$ cat config.mk
export PLATFORM = sky130hd
export DESIGN_NAME = scope_top
export DESIGN_NICKNAME = d
export VERILOG_FILES = /design/src/rtl/scope_pkg.sv /design/src/rtl/scope_top.sv /design/src/rtl/scope_acq.sv /design/src/rtl/scope_edge.sv /design/src/rtl/scope_dec_avg.sv /design/src/rtl/scope_regs.sv
export VERILOG_INCLUDE_DIRS = /design/src /design/src/rtl
export SDC_FILE = /design/constraint.sdc
export NUM_CORES = 1
export LEC_CHECK = 0
export BUFFER_PORTS_ARGS = -buffer_cell sky130_fd_sc_hd__buf_4
export CAP_MARGIN = 20
export CORE_UTILIZATION = 50
export CTS_CLUSTER_SIZE = 14
export DETAILED_ROUTE_END_ITERATION = 16
export GPL_ROUTABILITY_DRIVEN = 0
export PLACE_DENSITY = 0.68
export SLEW_MARGIN = 15
export SYNTH_ARGS = -nofsm -noshare
export SYNTH_HDL_FRONTEND = slang
export SYNTH_SLANG_ARGS = --single-unit
$ cat constraint.sdc
create_clock -name bus -period 5 [get_ports bus]
set_input_delay 0.5 -clock bus [delete_from_list [all_inputs] [get_ports bus]]
set_output_delay 0.5 -clock bus [all_outputs]
set_load 0.05 [all_outputs]
$ cat src/rtl/scope_settings.svh
`ifndef SCOPE_SETTINGS_SVH
`define SCOPE_SETTINGS_SVH

// datapath widths
`define SCOPE_DWI 14  // sample
`define SCOPE_DWC 17  // decimation factor
`define SCOPE_DWS 4   // shift amount
`define SCOPE_TWA 4   // external trigger inputs
`define SCOPE_AW  7   // axi address

// register map, byte offsets
`define SCOPE_REG_CTL 7'h00  // write control, read status
`define SCOPE_REG_SEL 7'h08  // trigger select
`define SCOPE_REG_DLY 7'h0c  // post-trigger delay
`define SCOPE_REG_LVL 7'h10  // trigger level, signed
`define SCOPE_REG_HST 7'h14  // hysteresis
`define SCOPE_REG_EDG 7'h18  // 0 rising, 1 falling
`define SCOPE_REG_AVG 7'h24  // averaging enable
`define SCOPE_REG_DEC 7'h28  // decimation factor
`define SCOPE_REG_SHR 7'h2c  // shift right
`define SCOPE_REG_CNT 7'h40  // remaining delay, read only

`endif
$ cat src/rtl/scope_pkg.sv
`include "scope_settings.svh"

package scope_pkg;

  // one adc sample, two's complement
  typedef logic signed [`SCOPE_DWI-1:0] sample_t;

  // command bits, as written to offset 0x00
  typedef struct packed {
    logic [28:0] pad;
    logic        acq;  // arm a new acquisition
    logic        trg;  // software trigger
    logic        clr;  // synchronous clear
  } ctl_cmd_t;

  // status bits, as read from offset 0x00
  typedef struct packed {
    logic [28:0] pad;
    logic        acq;  // acquisition running
    logic        trg;  // trigger seen
    logic        rsv;  // always zero
  } ctl_sts_t;

  // same word, decoded per direction
  typedef union packed {
    ctl_cmd_t cmd;
    ctl_sts_t sts;
  } ctl_word_u;

endpackage

$ cat src/rtl/scope_top.sv
`timescale 1ns/10ps
`include "scope_settings.svh"

module scope_top (
  input  logic                  bus,
  input  logic                  rst,
  // axi4-lite slave
  input  logic                  awvalid,
  output logic                  awready,
  input  logic [`SCOPE_AW-1:0]  awaddr,
  input  logic                  wvalid,
  output logic                  wready,
  input  logic [31:0]           wdata,
  input  logic [3:0]            wstrb,
  output logic                  bvalid,
  input  logic                  bready,
  output logic [1:0]            bresp,
  input  logic                  arvalid,
  output logic                  arready,
  input  logic [`SCOPE_AW-1:0]  araddr,
  output logic                  rvalid,
  input  logic                  rready,
  output logic [31:0]           rdata,
  output logic [1:0]            rresp,
  // sample streams
  input  logic                  sti_valid,
  output logic                  sti_ready,
  input  scope_pkg::sample_t    sti_data,
  output logic                  sto_valid,
  input  logic                  sto_ready,
  output scope_pkg::sample_t    sto_data,
  // triggers
  input  logic [`SCOPE_TWA-1:0] trg_ext,
  output logic                  trg_swo,
  output logic                  trg_out
);

  // configuration
  logic [2:0]            cfg_sel;
  logic [31:0]           cfg_dly;
  scope_pkg::sample_t    cfg_lvl;
  logic [`SCOPE_DWI-1:0] cfg_hst;
  logic                  cfg_edg;
  logic                  cfg_avg;
  logic [`SCOPE_DWC-1:0] cfg_dec;
  logic [`SCOPE_DWS-1:0] cfg_shr;
  // control and status
  logic                  ctl_rst, ctl_trg, ctl_acq;
  logic                  sts_trg, sts_acq;
  logic [31:0]           sts_dly;
  // decimated stream
  logic                  dec_valid, dec_ready;
  scope_pkg::sample_t    dec_data;

  assign trg_swo = ctl_trg;

  scope_regs regs_i (
    .bus, .rst,
    .awvalid, .awready, .awaddr, .wvalid, .wready, .wdata, .wstrb,
    .bvalid, .bready, .bresp,
    .arvalid, .arready, .araddr, .rvalid, .rready, .rdata, .rresp,
    .cfg_sel, .cfg_dly, .cfg_lvl, .cfg_hst, .cfg_edg, .cfg_avg, .cfg_dec, .cfg_shr,
    .ctl_rst, .ctl_trg, .ctl_acq,
    .sts_trg, .sts_acq, .sts_dly
  );

  scope_dec_avg dec_i (
    .bus, .rst, .ctl_rst, .cfg_avg, .cfg_dec, .cfg_shr,
    .sti_valid, .sti_ready, .sti_data,
    .sto_valid (dec_valid), .sto_ready (dec_ready), .sto_data (dec_data)
  );

  scope_edge edge_i (
    .bus, .rst, .ctl_rst, .cfg_edg, .cfg_lvl, .cfg_hst,
    .str_valid (dec_valid), .str_ready (dec_ready), .str_data (dec_data),
    .trg_out
  );

  scope_acq acq_i (
    .bus, .rst, .ctl_rst, .ctl_acq, .ctl_trg,
    .trg_edge (trg_out), .trg_ext, .cfg_sel, .cfg_dly,
    .sti_valid (dec_valid), .sti_ready (dec_ready), .sti_data (dec_data),
    .sto_valid, .sto_ready, .sto_data,
    .sts_acq, .sts_trg, .sts_dly
  );

endmodule

$ cat src/rtl/scope_acq.sv
`timescale 1ns/10ps
`include "scope_settings.svh"

module scope_acq (
  input  logic                  bus,
  input  logic                  rst,
  input  logic                  ctl_rst,
  input  logic                  ctl_acq,   // start a run
  input  logic                  ctl_trg,   // software trigger
  // trigger sources
  input  logic                  trg_edge,
  input  logic [`SCOPE_TWA-1:0] trg_ext,
  // configuration
  input  logic [2:0]            cfg_sel,
  input  logic [31:0]           cfg_dly,
  // decimated stream in
  input  logic                  sti_valid,
  output logic                  sti_ready,
  input  scope_pkg::sample_t    sti_data,
  // gated stream out
  output logic                  sto_valid,
  input  logic                  sto_ready,
  output scope_pkg::sample_t    sto_data,
  // status
  output logic                  sts_acq,
  output logic                  sts_trg,
  output logic [31:0]           sts_dly
);

  logic trg_mux;  // selected trigger
  logic sto_trn;  // output transfer

  ////////////////////////////////////////////////////////////
  // trigger select
  ////////////////////////////////////////////////////////////

  always_comb begin
    case (cfg_sel)
      3'd0:    trg_mux = ctl_trg;
      3'd1:    trg_mux = trg_edge;
      3'd2:    trg_mux = trg_ext[0];
      3'd3:    trg_mux = trg_ext[1];
      3'd4:    trg_mux = trg_ext[2];
      3'd5:    trg_mux = trg_ext[3];
      default: trg_mux = 1'b0;  // no trigger
    endcase
  end

  ////////////////////////////////////////////////////////////
  // stream gating
  ////////////////////////////////////////////////////////////

  // idle: samples are accepted and dropped
  assign sto_valid = sti_valid & sts_acq;
  assign sti_ready = sts_acq ? sto_ready : 1'b1;
  assign sto_data  = sti_data;
  assign sto_trn   = sto_valid & sto_ready;

  ////////////////////////////////////////////////////////////
  // arm / trigger / delay
  ////////////////////////////////////////////////////////////

  always_ff @(posedge bus) begin
    if (rst || ctl_rst) begin
      sts_acq <= 1'b0;
      sts_trg <= 1'b0;
      sts_dly <= '0;
    end else if (ctl_acq) begin
      sts_acq <= 1'b1;
      sts_trg <= 1'b0;
      sts_dly <= cfg_dly;
    end else if (sts_acq) begin
      if (!sts_trg) begin
        if (trg_mux) begin
          sts_trg <= 1'b1;
          if (sts_dly == 0) sts_acq <= 1'b0;  // zero delay ends on trigger
        end
      end else if (sto_trn) begin
        // post-trigger samples, last one ends the run
        sts_dly <= sts_dly - 1'b1;
        if (sts_dly == 1) sts_acq <= 1'b0;
      end
    end
  end

endmodule

$ cat src/rtl/scope_edge.sv
`timescale 1ns/10ps
`include "scope_settings.svh"

module scope_edge (
  input  logic                  bus,
  input  logic                  rst,
  input  logic                  ctl_rst,
  // configuration
  input  logic                  cfg_edg,  // 0 rising, 1 falling
  input  scope_pkg::sample_t    cfg_lvl,
  input  logic [`SCOPE_DWI-1:0] cfg_hst,
  // monitored stream, nothing driven back
  input  logic                  str_valid,
  input  logic                  str_ready,
  input  scope_pkg::sample_t    str_data,
  // trigger pulse
  output logic                  trg_out
);

  localparam int XW = `SCOPE_DWI + 2;  // room for level +/- hysteresis

  logic                 trn;     // sample transfer seen
  logic signed [XW-1:0] smp;     // sample, extended
  logic signed [XW-1:0] lvl;     // level, extended
  logic signed [XW-1:0] thr_lo;  // rising arm threshold
  logic signed [XW-1:0] thr_hi;  // falling arm threshold
  logic                 arm;     // sample past the arm threshold
  logic                 hit;     // sample reached the level
  logic                 armed;

  assign trn    = str_valid & str_ready;
  assign smp    = str_data;
  assign lvl    = cfg_lvl;
  assign thr_lo = lvl - $signed({2'b00, cfg_hst});
  assign thr_hi = lvl + $signed({2'b00, cfg_hst});

  // falling mode mirrors rising
  assign arm = cfg_edg ? (smp > thr_hi) : (smp < thr_lo);
  assign hit = cfg_edg ? (smp <= lvl)   : (smp >= lvl);

  always_ff @(posedge bus) begin
    if (rst || ctl_rst) begin
      armed   <= 1'b0;
      trg_out <= 1'b0;
    end else begin
      trg_out <= 1'b0;
      if (trn) begin
        if (armed && hit) begin
          trg_out <= 1'b1;  // fire once
          armed   <= 1'b0;
        end else if (arm) begin
          armed <= 1'b1;
        end
      end
    end
  end

endmodule

$ cat src/rtl/scope_dec_avg.sv
`timescale 1ns/10ps
`include "scope_settings.svh"

module scope_dec_avg (
  input  logic                  bus,
  input  logic                  rst,
  input  logic                  ctl_rst,
  // configuration
  input  logic                  cfg_avg,  // output window sum instead of last sample
  input  logic [`SCOPE_DWC-1:0] cfg_dec,  // window length, 0 and 1 pass all
  input  logic [`SCOPE_DWS-1:0] cfg_shr,  // sum scaling
  // input stream
  input  logic                  sti_valid,
  output logic                  sti_ready,
  input  scope_pkg::sample_t    sti_data,
  // output stream
  output logic                  sto_valid,
  input  logic                  sto_ready,
  output scope_pkg::sample_t    sto_data
);

  localparam int SW = `SCOPE_DWI + `SCOPE_DWC;  // full precision sum

  logic                  sti_trn;  // input transfer
  logic                  win_end;  // this transfer closes the window
  logic [`SCOPE_DWC-1:0] cnt;      // samples taken so far in window
  logic signed [SW-1:0]  sum;      // running sum, without current sample
  logic signed [SW-1:0]  sum_add;  // running sum with current sample
  logic signed [SW-1:0]  sum_shr;  // scaled window sum

  // single output register, input waits while it is stuck
  assign sti_ready = ~sto_valid | sto_ready;
  assign sti_trn   = sti_valid & sti_ready;

  assign win_end = (cfg_dec <= 1) || (cnt >= cfg_dec - 1'b1);  // >= covers a shrunk factor
  assign sum_add = sum + sti_data;
  assign sum_shr = sum_add >>> cfg_shr;  // arithmetic, sum is signed

  ////////////////////////////////////////////////////////////
  // window count and sum
  ////////////////////////////////////////////////////////////

  always_ff @(posedge bus) begin
    if (rst || ctl_rst) begin
      cnt <= '0;
      sum <= '0;
    end else if (sti_trn) begin
      if (win_end) begin
        cnt <= '0;
        sum <= '0;  // next window starts empty
      end else begin
        cnt <= cnt + 1'b1;
        sum <= sum_add;
      end
    end
  end

  ////////////////////////////////////////////////////////////
  // output register
  ////////////////////////////////////////////////////////////

  always_ff @(posedge bus) begin
    if (rst || ctl_rst) begin
      sto_valid <= 1'b0;
    end else if (sti_trn && win_end) begin
      sto_valid <= 1'b1;
    end else if (sto_ready) begin
      sto_valid <= 1'b0;  // drained
    end
  end

  always_ff @(posedge bus) begin
    if (sti_trn && win_end) begin
      sto_data <= cfg_avg ? sum_shr[`SCOPE_DWI-1:0] : sti_data;  // truncate to sample
    end
  end

endmodule

$ cat src/rtl/scope_regs.sv
`timescale 1ns/10ps
`include "scope_settings.svh"

module scope_regs (
  input  logic                      bus,
  input  logic                      rst,
  // axi4-lite write address
  input  logic                      awvalid,
  output logic                      awready,
  input  logic [`SCOPE_AW-1:0]      awaddr,
  // write data
  input  logic                      wvalid,
  output logic                      wready,
  input  logic [31:0]               wdata,
  input  logic [3:0]                wstrb,   // whole word always written
  // write response
  output logic                      bvalid,
  input  logic                      bready,
  output logic [1:0]                bresp,
  // read address
  input  logic                      arvalid,
  output logic                      arready,
  input  logic [`SCOPE_AW-1:0]      araddr,
  // read data
  output logic                      rvalid,
  input  logic                      rready,
  output logic [31:0]               rdata,
  output logic [1:0]                rresp,
  // configuration
  output logic [2:0]                cfg_sel,
  output logic [31:0]               cfg_dly,
  output scope_pkg::sample_t        cfg_lvl,
  output logic [`SCOPE_DWI-1:0]     cfg_hst,
  output logic                      cfg_edg,
  output logic                      cfg_avg,
  output logic [`SCOPE_DWC-1:0]     cfg_dec,
  output logic [`SCOPE_DWS-1:0]     cfg_shr,
  // control pulses
  output logic                      ctl_rst,
  output logic                      ctl_trg,
  output logic                      ctl_acq,
  // status from acquisition
  input  logic                      sts_trg,
  input  logic                      sts_acq,
  input  logic [31:0]               sts_dly
);

  logic                 wr_acc;   // write accepted this cycle
  logic                 rd_acc;   // read accepted this cycle
  logic                 wr_ctl;   // write hits control word
  scope_pkg::ctl_word_u wr_word;  // wdata seen as commands
  scope_pkg::ctl_word_u sts_word; // status as read back

  ////////////////////////////////////////////////////////////
  // handshakes
  ////////////////////////////////////////////////////////////

  assign wr_acc  = awvalid & wvalid & ~bvalid;
  assign awready = wr_acc;
  assign wready  = wr_acc;
  assign rd_acc  = arvalid & ~rvalid;
  assign arready = rd_acc;

  assign bresp = 2'b00;  // always okay
  assign rresp = 2'b00;

  always_ff @(posedge bus) begin
    if (rst) begin
      bvalid <= 1'b0;
      rvalid <= 1'b0;
    end else begin
      if (wr_acc)      bvalid <= 1'b1;
      else if (bready) bvalid <= 1'b0;
      if (rd_acc)      rvalid <= 1'b1;
      else if (rready) rvalid <= 1'b0;
    end
  end

  ////////////////////////////////////////////////////////////
  // configuration and control pulses
  ////////////////////////////////////////////////////////////

  assign wr_word = wdata;
  assign wr_ctl  = wr_acc && (awaddr == `SCOPE_REG_CTL);

  always_ff @(posedge bus) begin
    if (rst) begin
      cfg_sel <= '0;
      cfg_dly <= '0;
      cfg_lvl <= '0;
      cfg_hst <= '0;
      cfg_edg <= 1'b0;
      cfg_avg <= 1'b0;
      cfg_dec <= '0;
      cfg_shr <= '0;
      ctl_rst <= 1'b0;
      ctl_trg <= 1'b0;
      ctl_acq <= 1'b0;
    end else begin
      // one-cycle pulses, the cycle after accept
      ctl_rst <= wr_ctl & wr_word.cmd.clr;
      ctl_trg <= wr_ctl & wr_word.cmd.trg;
      ctl_acq <= wr_ctl & wr_word.cmd.acq;
      if (wr_acc) begin
        case (awaddr)
          `SCOPE_REG_SEL: cfg_sel <= wdata[2:0];
          `SCOPE_REG_DLY: cfg_dly <= wdata;
          `SCOPE_REG_LVL: cfg_lvl <= wdata[`SCOPE_DWI-1:0];
          `SCOPE_REG_HST: cfg_hst <= wdata[`SCOPE_DWI-1:0];
          `SCOPE_REG_EDG: cfg_edg <= wdata[0];
          `SCOPE_REG_AVG: cfg_avg <= wdata[0];
          `SCOPE_REG_DEC: cfg_dec <= wdata[`SCOPE_DWC-1:0];
          `SCOPE_REG_SHR: cfg_shr <= wdata[`SCOPE_DWS-1:0];
          default: ;  // ctl handled above, rest unmapped
        endcase
      end
    end
  end

  ////////////////////////////////////////////////////////////
  // read back
  ////////////////////////////////////////////////////////////

  always_comb begin
    sts_word         = '0;
    sts_word.sts.trg = sts_trg;
    sts_word.sts.acq = sts_acq;
  end

  always_ff @(posedge bus) begin
    if (rd_acc) begin
      case (araddr)
        `SCOPE_REG_CTL: rdata <= sts_word;
        `SCOPE_REG_SEL: rdata <= {29'd0, cfg_sel};
        `SCOPE_REG_DLY: rdata <= cfg_dly;
        `SCOPE_REG_LVL: rdata <= {{(32-`SCOPE_DWI){1'b0}}, cfg_lvl};  // masked, not extended
        `SCOPE_REG_HST: rdata <= {{(32-`SCOPE_DWI){1'b0}}, cfg_hst};
        `SCOPE_REG_EDG: rdata <= {31'd0, cfg_edg};
        `SCOPE_REG_AVG: rdata <= {31'd0, cfg_avg};
        `SCOPE_REG_DEC: rdata <= {{(32-`SCOPE_DWC){1'b0}}, cfg_dec};
        `SCOPE_REG_SHR: rdata <= {{(32-`SCOPE_DWS){1'b0}}, cfg_shr};
        `SCOPE_REG_CNT: rdata <= sts_dly;
        default:        rdata <= 32'd0;
      endcase
    end
  end

endmodule

==> impl_metrics.env <==
export IMPL_synth_area_leader_cell="dfxtp_1"
export IMPL_drc=0
export IMPL_grt_pass1_vias=12513
export IMPL_cts_hold_buf=0
export IMPL_finClkSkew_ps=19.6
export IMPL_maxCapViolCount=0
export IMPL_ir_drop_v=0.000198
export IMPL_ys_types=78
export IMPL_hold_class="in2reg"
export IMPL_intPower_mw=3.05
export IMPL_portBuffers=127
export IMPL_rrSetupSlack_ps=660
export IMPL_syn_area_um2=14900
export IMPL_first_pass_iters=5
export IMPL_max_stage_delay_ps=450
export IMPL_synth_seq_cells=220
export IMPL_hold_viol=0
export IMPL_outcome="finished, final reports clean"
export IMPL_cp_startpoint="regs_i.cfg_lvl[0]"
export IMPL_grt_usage_pct=26.9
export IMPL_routedWlPerCell_um=18.3
export IMPL_period_share_pct=86.8
export IMPL_ios=136
export IMPL_final_nets=2049
export IMPL_syn_inst=1765
export IMPL_fp_row_count=62
export IMPL_cts_sinks=220
export IMPL_power_switching_mw=1.09
export IMPL_rsz0062_at_grt="false"
export IMPL_final_core_util_pct=58.4
export IMPL_crit_end="edge_i.armed"
export IMPL_cts_buffer_depth=3
export IMPL_place_area_um2=16100
export IMPL_grt_pass1_wl_um=66400
export IMPL_tightest_slew_ps=1140
export IMPL_crit_fanout=5
export IMPL_dieHeight_um=175
export IMPL_p_total_mw=4.14
export IMPL_cts_setup_buffers=0
export IMPL_area_growth_synth_to_final_pct=13.7
export IMPL_dp_hpwl_um=30200
export IMPL_clk_pin_slew_worst_paths_ps=60
export IMPL_cp_start_kind="register"
export IMPL_synthTopCellsByArea="dfxtp_1 (23%), ha_1 (10%), edfxtp_1 (9.3%)"
export IMPL_max_freq_mhz=230
export IMPL_core_um2=29000
export IMPL_setup_viol=0
export IMPL_cts_root_buf="clkbuf_16"
export IMPL_htreeDepth=1
export IMPL_grt_overflow=0
export IMPL_diodes=0
export IMPL_setup_tns_ps=0
export IMPL_layout_drive_gt1_share_pct=12.5
export IMPL_path_class="reg2reg"
export IMPL_timing_rr_end="edge_i.armed"
export IMPL_antenna_found_initial=0
export IMPL_path_buf_inv=2
export IMPL_maxSlewViolCount=0
export IMPL_start_util_pct=51.4
export IMPL_vias_per_cell=5.90
export IMPL_clk_latency_ps=550
export IMPL_syn_area_per_cell_um2=8.45
export IMPL_synth_ff_type="dfxtp_1"
export IMPL_ys_seq_area_share_pct=32.6
export IMPL_yosysWarnings=0
export IMPL_r2r_start="regs_i.cfg_lvl[0]"
export IMPL_vias=13272
export IMPL_cts_tree="yes"
export IMPL_r2r_cells=21
export IMPL_p_clk_share_pct=44.5
export IMPL_postRouteAntennaNets=0
export IMPL_synth_top_cell_area_share_pct=23.4
export IMPL_required_ps=5380
export IMPL_p_comb_share_pct=10.7
export IMPL_first_iter_violations=1170
export IMPL_slew_headroom_pct=23.8
export IMPL_power_density_nw_per_um2=245
export IMPL_cpMostUsedCell="a21oi_1"
export IMPL_cts_resized=0
export IMPL_netSwitchingFraction_pct=26.4
export IMPL_seqPwrFrac_pct=44.8
export IMPL_layout_cells_most_common_list="nor2_1 (216), dfxtp_1 (172), a21oi_1 (170)"
export IMPL_path_cells="inv_1 > ha_1 > inv_1 > fa_1 > a21o_1 > a21oi_1 > o21bai_1 > a21oi_1 > o21bai_1 > a41o_1 > o41ai_1 > o21ba_2 > o21ai_0 > xnor2_1 > ha_1 > nand4_1 > nor2_1 > o21ai_0 > a21oi_1 > mux2i_1 > a211oi_1"
export IMPL_crit_cells=21
export IMPL_die_area_um2=30500
export IMPL_grt_max_degree=90
export IMPL_crit_family="compound AO/OA/AOI/OAI gates"
export IMPL_p_leak_nw=7.17
export IMPL_finalCriticalPeriod_ps=4340
export IMPL_critPathCaptureType="register"
export IMPL_synth_edf_count=46
export IMPL_critPathSlowestCell="o41ai_1"
export IMPL_wl_um=41200
export IMPL_critPathArrivalTime_ps=4730
export IMPL_cts_inserted_buffers=26
export IMPL_final_common_cell="nor2_1"
export IMPL_final_cell_area_um2=16900
export IMPL_async_reset_ff_share_pct=0
export IMPL_fp_dieW_um=175
synth_stat cells (6+ instances only):
library cell,number
mux2_2,11
mux4_2,14
o21a_1,13
nor4_1,14
a31oi_1,10
or4_1,7
nor2b_1,24
a211oi_1,20
edfxtp_1,46
nand2b_1,18
xor2_1,47
ha_1,124
a22o_1,17
o21bai_1,7
mux2i_1,77
nor3_1,47
and3_1,7
nand3_1,48
buf_4,7
nand2_1,167
o21ai_0,41
a21oi_1,170
or3_1,15
nand4_1,22
a21o_1,33
and2_1,14
nor2_1,217
o211ai_1,14
clkbuf_1,78
buf_1,6
inv_1,69
dfxtp_1,174
a22oi_1,23
xnor2_1,67
routing by layer:
layer | track usage (%) | share of wire (%) | wire length [um] | up-vias
met1 | 38.6 | 46 | 19100 | 6254
met4 | 8.08 | 2.7 | 1110 | 0
met2 | 41.4 | 44 | 18200 | 490
met3 | 3.94 | 6.9 | 2850 | 68
met5 | 0 | 0 | 0 | -
li1 | - | - | - | 6460
state kept, by name, indices dropped and copies added, names as in the netlist:
register and flops:
acq_i.sts_dly 32, regs_i.cfg_dly 32, regs_i.rdata 32, dec_i.sum 29, dec_i.cnt 17, regs_i.cfg_dec 17, dec_i.sto_data 14, regs_i.cfg_hst 14
regs_i.cfg_lvl 14, regs_i.cfg_shr 4, regs_i.cfg_sel 3, acq_i.sts_acq 1, acq_i.sts_trg 1, dec_i.sto_valid 1, edge_i.armed 1, edge_i.trg_out 1
regs_i.bvalid 1, regs_i.cfg_avg 1, regs_i.cfg_edg 1, regs_i.ctl_acq 1, regs_i.ctl_rst 1, regs_i.ctl_trg 1, regs_i.rvalid 1
worst min-delay path by stage:
stage                 startpoint       endpoint  slack, ps  cells past startpoint
floorplan           dec_i.sum[0]   dec_i.sum[0]        440                      2
global placement    dec_i.sum[0]   dec_i.sum[0]        440                      2
detailed placement  dec_i.sum[0]   dec_i.sum[0]        450                      2
CTS                       rready  regs_i.rvalid        110                      2
global route              rready  regs_i.rvalid        130                      2
finish                    rready  regs_i.rvalid        140                      2
logic make-up after synthesis:
group	synth area share, %
AOI/OAI and AO/OA	17.8
buffers and inverters	4.41
adders and majority gates	10.8
muxes	8.12
and+or+nand+nor	19.5
DFF	32.6
xor gates and xnor gates	6.70
other	0.0252
layout make-up:
class | instances | area (um2)
Timing Repair Buffer | 144 | 1080
Multi-Input combinational cell | 1383 | 9410
Clock inverter | 11 | 86.3
Sequential cell | 220 | 4870
Fill cell | 2622 | 12100
Inverter | 70 | 263
Tap cell | 384 | 480
Clock buffer | 37 | 752
through the flow:
| stage | hold slack, ps | setup slack, ps | cells |
|---|---|---|---|
| after floorplan | 436 | 1200 | 1768 |
| after global placement | 443 | 815 | 2200 |
| after detailed placement | 451 | 693 | 2200 |
| after CTS | 111 | 658 | 2248 |
| after global routing | 128 | 183 | 2249 |
| final | 136 | 659 | 2249 |
power by group through the flow:
stage / logic, mW / registers, mW / clock network, mW
floorplan: 0.214 / 1.96 / 0
global placement: 0.436 / 1.90 / 0
detailed placement: 0.440 / 1.90 / 0
CTS: 0.442 / 1.86 / 1.88
global route: 0.479 / 1.86 / 1.95
finish: 0.444 / 1.86 / 1.84
No activity file was read; power rests on OpenSTA's default activity.
